$ cat src/design/csr_pkg.sv
`default_nettype none

package csr_pkg;

    // machine csr addresses
    localparam logic [11:0] CSR_MTVEC    = 12'h305;
    localparam logic [11:0] CSR_MSCRATCH = 12'h340;
    localparam logic [11:0] CSR_MEPC     = 12'h341;
    localparam logic [11:0] CSR_MCAUSE   = 12'h342;

    // register forms only
    localparam logic [2:0] CSR_RW = 3'b001;
    localparam logic [2:0] CSR_RS = 3'b010;
    localparam logic [2:0] CSR_RC = 3'b011;

    // illegal instruction cause
    localparam logic [63:0] CAUSE_TRAP = 64'd2;

endpackage

`default_nettype wire

$ cat src/design/rv_isa_pkg.sv
`default_nettype none

package rv_isa_pkg;

    // datapath width, the load extraction is written for 64 bits
    localparam int XLEN     = 64;
    localparam int INST_LEN = 32;

    // major opcodes
    localparam logic [6:0] OPC_LOAD   = 7'b0000011;
    localparam logic [6:0] OPC_STORE  = 7'b0100011;
    localparam logic [6:0] OPC_SYSTEM = 7'b1110011;

    // load funct3
    localparam logic [2:0] MEMOP_LB  = 3'b000;
    localparam logic [2:0] MEMOP_LH  = 3'b001;
    localparam logic [2:0] MEMOP_LW  = 3'b010;
    localparam logic [2:0] MEMOP_LD  = 3'b011;
    localparam logic [2:0] MEMOP_LBU = 3'b100;
    localparam logic [2:0] MEMOP_LHU = 3'b101;
    localparam logic [2:0] MEMOP_LWU = 3'b110;

    // store funct3, same encodings as the signed loads
    localparam logic [2:0] MEMOP_SB = 3'b000;
    localparam logic [2:0] MEMOP_SH = 3'b001;
    localparam logic [2:0] MEMOP_SW = 3'b010;
    localparam logic [2:0] MEMOP_SD = 3'b011;

    // one instruction word, two decodings
    typedef union packed {
        struct packed {
            logic [6:0] imm_hi;
            logic [4:0] rs2;
            logic [4:0] rs1;
            logic [2:0] funct3;
            logic [4:0] imm_lo;
            logic [6:0] opcode;
        } s_fmt;
        struct packed {
            // csr address for SYSTEM
            logic [11:0] imm;
            logic [4:0]  rs1;
            logic [2:0]  funct3;
            logic [4:0]  rd;
            logic [6:0]  opcode;
        } i_fmt;
    } instr_u;

endpackage

`default_nettype wire
$ cat src/design/csr_file.sv
`timescale 1ns/1ps
`default_nettype none

module csr_file #(
    parameter logic [rv_isa_pkg::XLEN-1:0] MTVEC_RESET = 64'h100
) (
    input  wire                         clk,
    input  wire                         rst_i,
    input  wire                         csr_en_i,
    input  wire  [2:0]                  csr_op_i,
    input  wire  [11:0]                 csr_addr_i,
    input  wire  [rv_isa_pkg::XLEN-1:0] csr_wdata_i,
    input  wire                         trap_i,
    input  wire  [rv_isa_pkg::XLEN-1:0] pc_i,
    output logic [rv_isa_pkg::XLEN-1:0] csr_rdata_o,
    output logic                        csr_valid_o,
    output logic [rv_isa_pkg::XLEN-1:0] mtvec_o,
    output logic [rv_isa_pkg::XLEN-1:0] mepc_o
);
    import rv_isa_pkg::*;
    import csr_pkg::*;

    logic [XLEN-1:0] mtvec_q;
    logic [XLEN-1:0] mepc_q;
    logic [XLEN-1:0] mcause_q;
    logic [XLEN-1:0] mscratch_q;
    logic [XLEN-1:0] old_val;
    logic [XLEN-1:0] new_val;
    logic [XLEN-1:0] rdata_q;
    logic            valid_q;

    // unknown address reads zero
    always_comb begin
        case (csr_addr_i)
            CSR_MTVEC:    old_val = mtvec_q;
            CSR_MEPC:     old_val = mepc_q;
            CSR_MCAUSE:   old_val = mcause_q;
            CSR_MSCRATCH: old_val = mscratch_q;
            default:      old_val = '0;
        endcase
    end

    always_comb begin
        case (csr_op_i)
            CSR_RW:  new_val = csr_wdata_i;
            CSR_RS:  new_val = old_val | csr_wdata_i;
            CSR_RC:  new_val = old_val & ~csr_wdata_i;
            default: new_val = old_val;
        endcase
    end

    always_ff @(posedge clk) begin
        if (rst_i) begin
            mtvec_q    <= MTVEC_RESET;
            mepc_q     <= '0;
            mcause_q   <= '0;
            mscratch_q <= '0;
            valid_q    <= 1'b0;
        end else begin
            valid_q <= csr_en_i;
            if (trap_i) begin
                // trap capture
                mepc_q   <= pc_i;
                mcause_q <= CAUSE_TRAP;
            end else if (csr_en_i) begin
                case (csr_addr_i)
                    CSR_MTVEC:    mtvec_q    <= new_val;
                    CSR_MEPC:     mepc_q     <= new_val;
                    CSR_MCAUSE:   mcause_q   <= new_val;
                    CSR_MSCRATCH: mscratch_q <= new_val;
                    default:      ;
                endcase
            end
        end
    end

    // old value goes back to writeback next cycle
    always_ff @(posedge clk) begin
        if (csr_en_i) begin
            rdata_q <= old_val;
        end
    end

    assign csr_rdata_o = valid_q ? rdata_q : '0;
    assign csr_valid_o = valid_q;
    assign mtvec_o     = mtvec_q;
    assign mepc_o      = mepc_q;

    // decode suppresses the csr access of a trapping op
    a_csr_vs_trap: assert property (@(posedge clk) disable iff (rst_i)
        !(csr_en_i && trap_i));

endmodule

`default_nettype wire

$ cat config.mk
export PLATFORM = sky130hd
export DESIGN_NAME = csr_file
export DESIGN_NICKNAME = d
export VERILOG_FILES = /design/src/design/csr_pkg.sv /design/src/design/rv_isa_pkg.sv /design/src/design/csr_file.sv
export SDC_FILE = /design/constraint.sdc
export NUM_CORES = 1
export LEC_CHECK = 0
export BUFFER_PORTS_ARGS = -buffer_cell sky130_fd_sc_hd__buf_2
export CELL_PAD_IN_SITES_DETAIL_PLACEMENT = 0
export CELL_PAD_IN_SITES_GLOBAL_PLACEMENT = 2
export CORE_UTILIZATION = 35
export DETAILED_ROUTE_END_ITERATION = 6
export PLACE_DENSITY = 0.93
export SLEW_MARGIN = 20
export SYNTH_ARGS = -nofsm -noshare
export SYNTH_HDL_FRONTEND = slang
export SYNTH_SLANG_ARGS = --single-unit
$ cat constraint.sdc
create_clock -name clk -period 3.4 [get_ports clk]
set_clock_uncertainty 0.15 [all_clocks]
set_input_delay 0.17 -clock clk [delete_from_list [all_inputs] [get_ports clk]]
set_output_delay 0.17 -clock clk [all_outputs]
set_load 0.1 [all_outputs]
==> results.sh, run 1 <==
export IMPL_p_switching_uw=2560
export IMPL_grt_max_degree=93
export IMPL_cpMaxStageDelayCell="dlygate4sd3_1"
export IMPL_ios=340
export IMPL_power_density_nw_per_um2=482
export IMPL_rsz0062_at_grt="false"
export IMPL_drv_slew=0
export IMPL_post_cts_setup_buffers=0
export IMPL_core_area_sq_um=39100
export IMPL_portBuffers=339
export IMPL_seqCellArea_sq_um=7070
export IMPL_max_clock_freq_mhz=345
export IMPL_whs_ps=86.7
export IMPL_hold_viol_final=0
export IMPL_vias_per_cell=5.58
export IMPL_avgSynthCellArea_sq_um=9.36
export IMPL_rows=72
export IMPL_start_util_pct=35.8
export IMPL_drtPass1Iterations=7
export IMPL_rr_worst_depth=6
export IMPL_ys_seq_elements=321
export IMPL_cap_viol_max_count=0
export IMPL_multi_input_area_sq_um=6370
export IMPL_track_usage_pct=25.9
export IMPL_whs_path_depth=4
export IMPL_fillCellCount=3691
export IMPL_min_to="mscratch_q[47]"
export IMPL_hold_buffers=193
export IMPL_syn2layout_area_growth_pct=38.3
export IMPL_ir_drop_v=0.000315
export IMPL_hold_class="in2reg"
export IMPL_synth_nets=1644
export IMPL_routedWlPerCell_um=21.6
export IMPL_endpoint_kind="flip-flop"
export IMPL_tightest_slew_ps=1040
export IMPL_internal_power_uw=6780
export IMPL_worstPathRequired_ps=3640
export IMPL_place_congestion=0.805
export IMPL_power_leakage_uw=0.00774
export IMPL_ctsResizeCount=0
export IMPL_yosysUniqueCellTypes=42
export IMPL_cts_root_buf="clkbuf_16"
export IMPL_die_height_um=202
export IMPL_insertion_delay_ps=520
export IMPL_cts_max_level=2
export IMPL_seq_area_frac_synth_pct=50.5
export IMPL_worstSetupPathType="in2reg"
export IMPL_finalSetupTns_ps=0
export IMPL_synth_warnings=0
export IMPL_drtIter0Drc=1024
export IMPL_worstPathMaxFanout=48
export IMPL_period_share_pct=85.3
export IMPL_pwr_share_seq_pct=42.9
export IMPL_fin_crit_ps=2900
export IMPL_crit_arrival_ps=3150
export IMPL_cp_num_buf_inv=3
export IMPL_layout_nets=2111
export IMPL_power_frac_comb_pct=14.2
export IMPL_cts_sinks=321
export IMPL_cts_buffers=36
export IMPL_path_clk_slew_ps=60
export IMPL_cts_tree="built"
export IMPL_clock_power_share_pct=43.0
export IMPL_drive_gt1_share_pct=25.1
export IMPL_grt_pass1_wl_mm=81.9
export IMPL_rrSetupSlack_ps=1060
export IMPL_max_slew_margin_pct=30.4
export IMPL_postRouteAntennaNets=0
export IMPL_status="finished clean"
export IMPL_crit_path_cell_trace="buf_2, nor4b_2, nand2_4, nor3_1, nor3_4, buf_12, a22oi_1, o21ai_0, dlygate4sd3_1"
export IMPL_grt_pass1_vias=13824
export IMPL_clockBufferDepth=3
export IMPL_drc=0
export IMPL_r2r_start="mepc_o[48]"
export IMPL_swShare_pct=27.4
export IMPL_synthesis_area_sq_um=14000
export IMPL_worstSetupStartpointType="primary input"
export IMPL_cpPeakStageDelay_ps=590
export IMPL_routed_via_count=14028
export IMPL_dpl_hpwl_mm=32.5
export IMPL_r2r_end="mepc_o[48]"
export IMPL_setup_violations=0
export IMPL_antenna_found_initial=6
export IMPL_wl_mm=54.2
export IMPL_die_area_sq_um=40800
export IMPL_syn_instance_count=1497
export IMPL_worstHoldStart="csr_wdata_i[47]"
export IMPL_crit_family="simple AND/OR/NAND/NOR gates"
export IMPL_grt_overflow=0
export IMPL_die_x_um=202
[final cells by class]
cell class | count | area share [%]
clock inverter | 7 | 0.452
inverter | 12 | 0.232
multi-input combinational | 1023 | 32.9
sequential | 321 | 36.5
tap | 518 | 3.34
timing repair buffer | 570 | 20.7
antenna | 5 | 0.0646
clock buffer | 57 | 5.85
[flip-flops by register name (all words and copies together) (netlist names)]
signal / cells
csr_valid_o: 1
mtvec_o: 64
rdata_q: 64
mcause_q: 64
mscratch_q: 64
mepc_o: 64
[tightest hold or removal path, cell delays in order]
cell and delay, ps:
buf_2 100, nand3_1 80, o311ai_1 250, a21oi_1 100
[synthesized netlist by cell type]
cell	number	share of area, %
dfxtp_1	257	37
o21ai_0	255	9.1
a22oi_1	163	8.7
nand2_1	132	3.5
a21oi_1	94	3.4
clkbuf_1	87	2.3
and2_1	65	2.9
edfxtp_1	64	14
nor2b_1	59	2.6
mux2i_1	49	3.5
o22ai_1	40	1.8
buf_2	39	1.4
o21ai_2	37	2.3
o21ai_1	19	0.68
a221oi_1	14	0.88
a22o_1	14	0.88
nor2_1	14	0.38
inv_1	10	0.27
nand3_1	10	0.36
o22a_1	9	0.56
o311ai_1	9	0.56
o32ai_1	9	0.56
a22oi_2	6	0.54
buf_1	6	0.16
nor3_1	5	0.18
buf_4	4	0.21
buf_6	4	0.32
nand2b_1	4	0.18
nor3_2	3	0.21
clkinv_1	2	0.054
nand2_2	2	0.089
nor4b_2	2	0.21
a2111oi_0	1	0.063
a21o_1	1	0.054
a31oi_1	1	0.045
and2b_1	1	0.054
clkbuf_2	1	0.036
mux2_2	1	0.080
nand2b_2	1	0.063
nand3b_1	1	0.054
nor4_4	1	0.15
o31ai_1	1	0.054
[routing by layer]
layer | track usage [%] | vias to the layer above | share of wire, %
li1 | - | 6478 | -
met5 | 0 | - | 0
met1 | 34.5 | 6862 | 43
met3 | 4.71 | 76 | 7.7
met4 | 7.28 | 0 | 2.0
met2 | 42.7 | 612 | 47
[cells by family after synthesis]
family                 Yosys count  share of synthesized area, %
AO/OA/AOI/OAI                  673                          30.2
flip-flops                     321                          50.5
AND/OR/NAND/NOR                300                          11.0
buffers and inverters          153                          4.78
multiplexers                    50                          3.58
[through the flow]
step / util, % / power, uW / instance area [sq um] / setup slack, ps / instances
final: 49.6 / 9340 / 19400 / 499 / 2513
after global routing: 49.5 / 9610 / 19400 / 358 / 2511
after CTS: 49.5 / 9390 / 19400 / 470 / 2508
after detailed placement: 41.4 / 5220 / 16200 / 420 / 2251
after global placement: 41.4 / 5210 / 16200 / 512 / 2250
after floorplan: - / 4840 / 14000 / 866 / 1497
[cell usage in the layout, fill, tap and decap left out, types with 3 or more instances in the layout]
cell           instances
o21ai_2               37
nor2b_1               56
diode_2                5
clkbuf_16             39
o311ai_1               9
buf_4                 32
nor2_1                13
clkinv_2               4
o21ai_0              255
a22oi_1              163
a22oi_2                6
o22ai_1               40
a22o_1                14
nand2_1              130
buf_12                 7
nor3_1                 4
nand2b_1               3
a21oi_1               93
dlygate4sd3_1        193
clkbuf_8               9
nor3_4                 3
buf_2                337
o21ai_1               19
o32ai_1                9
inv_1                 10
dfxtp_1              256
nand3_1                9
and2_1                65
a221oi_1              14
o22a_1                 9
edfxtp_1              64
mux2i_1               49
clkbuf_1               9
[power groups by stage]
| stage | Sequential [uW] | Clock, uW | Combinational (uW) |
|---|---|---|---|
| after floorplan | 4390 | 0 | 451 |
| after global placement | 4080 | 0 | 1120 |
| after detailed placement | 4090 | 0 | 1130 |
| after CTS | 4000 | 4070 | 1310 |
| after global routing | 4010 | 4220 | 1380 |
| final | 4000 | 4010 | 1320 |
[worst max path at each step]
stage                   startpoint               to  slack, ps  cells past startpoint
global route           csr_op_i[1]       mepc_o[39]        360                      9
finish               csr_addr_i[5]       mepc_o[25]        500                      9
global placement    csr_addr_i[11]     mcause_q[25]        510                      8
detailed placement  csr_addr_i[11]     mcause_q[36]        420                      8
floorplan              csr_valid_o  csr_rdata_o[10]        870                      3
CTS                  csr_addr_i[8]       mepc_o[14]        470                      8
No activity file was read; power rests on OpenSTA's default activity.
==> inputs of run 2 (changes only) <==
--- a/config.mk
+++ b/config.mk
@@ -5,12 +5,12 @@
 export SDC_FILE = /design/constraint.sdc
 export NUM_CORES = 1
 export LEC_CHECK = 0
-export BUFFER_PORTS_ARGS = -buffer_cell sky130_fd_sc_hd__buf_2
 export CELL_PAD_IN_SITES_DETAIL_PLACEMENT = 0
 export CELL_PAD_IN_SITES_GLOBAL_PLACEMENT = 2
-export CORE_UTILIZATION = 35
+export CORE_UTILIZATION = 41
 export DETAILED_ROUTE_END_ITERATION = 6
-export PLACE_DENSITY = 0.93
+export DONT_BUFFER_PORTS = 1
+export PLACE_DENSITY = 0.91
 export SLEW_MARGIN = 20
 export SYNTH_ARGS = -nofsm -noshare
 export SYNTH_HDL_FRONTEND = slang
==> results.sh, run 2 (same netlist as run 1, synthesis figures left out) <==
export IMPL_endpoint_kind="flip-flop"
export IMPL_critPathMostFrequentCell="dlygate4sd3_1"
export IMPL_syn2layout_area_growth_pct=31.5
export IMPL_r2r_end="mscratch_q[11]"
export IMPL_hold_class="in2reg"
export IMPL_max_slew_margin_pct=29.4
export IMPL_die_height_um=187
export IMPL_track_usage_pct=28.0
export IMPL_crit_family="buffers and inverters"
export IMPL_insertion_delay_ps=510
export IMPL_ir_drop_v=0.000318
export IMPL_cts_root_buf="clkbuf_16"
export IMPL_crit_path_cell_trace="dlygate4sd3_1, buf_12, mux2i_1, o22a_1, o32ai_1, o311ai_1, dlygate4sd3_1, a21oi_1, dlygate4sd3_1"
export IMPL_routedWlPerCell_um=22.3
export IMPL_whs_path_depth=3
export IMPL_postRouteAntennaNets=0
export IMPL_grt_pass1_wl_mm=76.5
export IMPL_drc=0
export IMPL_pre_cts_ws_ps=322
export IMPL_setup_violations=0
export IMPL_core_area_sq_um=33500
export IMPL_min_to="mscratch_q[54]"
export IMPL_cts_tree="built"
export IMPL_rows=67
export IMPL_wl_mm=49.8
export IMPL_cts_max_level=2
export IMPL_drive_gt1_share_pct=14.7
export IMPL_start_util_pct=41.8
export IMPL_dpl_hpwl_mm=29.5
export IMPL_final_core_util_pct=54.9
export IMPL_crit_arrival_ps=3370
export IMPL_clockBufferDepth=3
export IMPL_hold_viol_final=0
export IMPL_layout_nets=1901
export IMPL_r2r_start="mepc_o[11]"
export IMPL_status="finished clean"
export IMPL_worstHoldStart="csr_wdata_i[54]"
export IMPL_cts_buffers=37
export IMPL_die_x_um=187
export IMPL_rrSetupSlack_ps=440
export IMPL_tightest_slew_ps=1060
export IMPL_cp_num_buf_inv=4
export IMPL_layout_commonest_cell="dfxtp_1"
export IMPL_worstPathRequired_ps=3640
export IMPL_rr_worst_depth=8
export IMPL_worstPathMaxFanout=53
export IMPL_ctsResizeCount=0
export IMPL_drtPass1Iterations=6
export IMPL_portBuffers=0
export IMPL_most_common_layout_cells="dfxtp_1, o21ai_0, dlygate4sd3_1, a22oi_1, buf_4"
export IMPL_fin_crit_ps=3130
export IMPL_drv_slew=0
export IMPL_routed_via_count=13129
export IMPL_antenna_found_initial=5
export IMPL_post_cts_setup_buffers=0
export IMPL_power_density_nw_per_um2=484
export IMPL_grt_overflow=0
export IMPL_worstSetupStartpointType="primary input"
export IMPL_period_share_pct=92.1
export IMPL_place_congestion=0.810
export IMPL_power_leakage_uw=0.00672
export IMPL_cap_viol_max_count=0
export IMPL_drtIter0Drc=952
export IMPL_die_area_sq_um=34900
export IMPL_ios=340
export IMPL_rsz0062_at_grt="false"
export IMPL_vias_per_cell=5.88
export IMPL_max_clock_freq_mhz=319
export IMPL_worstSetupPathType="in2reg"
export IMPL_path_clk_slew_ps=60
export IMPL_cpMaxStageDelayCell="dlygate4sd3_1"
export IMPL_postLayoutSetupSlackWorst_ps=270
export IMPL_finalSetupTns_ps=0
export IMPL_grt_max_degree=87
export IMPL_cpPeakStageDelay_ps=920
export IMPL_cts_sinks=321
export IMPL_grt_pass1_vias=13078
[run 2: changes by cell type in the layout (fill, tap and decap cells not counted), moves of 2 or more]
cell	before	now
buf_12	7	2
buf_2	337	0
buf_4	32	145
bufinv_16	2	0
clkbuf_1	9	18
clkbuf_8	9	6
clkinv_2	4	2
dlygate4sd3_1	193	211
[run 2: tightest hold or removal path, delay by kind of cell]
kind | cells | cell delay, ps
AOI/OAI and AO/OA | 3 | 470
[run 2: worst max path at each step]
stage | startpoint | endpoint | slack (ps) | cells past startpoint
global route | csr_addr_i[1] | mscratch_q[10] | 220 | 9
CTS | csr_addr_i[1] | mscratch_q[10] | 290 | 9
floorplan | csr_valid_o | csr_rdata_o[10] | 870 | 3
finish | csr_addr_i[1] | mscratch_q[10] | 270 | 9
detailed placement | csr_addr_i[11] | mscratch_q[4] | 320 | 5
global placement | csr_addr_i[11] | mscratch_q[4] | 450 | 5
[run 2: cell type report]
cell class                      instances  area [sq um]
Tap cell                              448           561
Fill cell                            2951         15100
Sequential cell                       321          7070
Timing Repair Buffer                  359          3270
Inverter                               12          45.0
Multi-Input combinational cell       1023          6350
Clock buffer                           62          1100
Clock inverter                          3          18.8
Antenna cell                            4          10.0
[run 2: routing by layer]
| metal | vias up | share of wire (%) | GRT usage, % |
|---|---|---|---|
| met5 | - | 0.036 | 0 |
| met4 | 4 | 3.0 | 9.90 |
| met3 | 103 | 9.0 | 7.00 |
| met2 | 650 | 46 | 46.3 |
| met1 | 6334 | 42 | 35.4 |
| li1 | 6038 | - | - |
[run 2: metrics by stage]
| step | cells | total power (uW) | hold slack [ps] | cell area, sq um |
|---|---|---|---|---|
| global placement | 1950 | 5010 | 88.7 | 15100 |
| finish | 2232 | 8920 | 7.81 | 18400 |
| floorplan | 1497 | 4840 | 132 | 14000 |
| CTS | 2228 | 8960 | 0.696 | 18400 |
| global route | 2229 | 9180 | 16.8 | 18400 |
| detailed placement | 1950 | 5020 | 89.0 | 15100 |
[run 2: where the power goes]
part / switching [uW] / total, uW / leakage, uW / internal [uW]
Clock: 1520 / 3720 / 0.000545 / 2200
Sequential: 72.9 / 4020 / 0.00275 / 3950
Combinational: 839 / 1190 / 0.00343 / 347
[run 2: repair_timing]
item,in CTS,in global routing
endpoints found under the setup margin,0,0
hold buffers,213,0
endpoints found under the hold margin,338,0
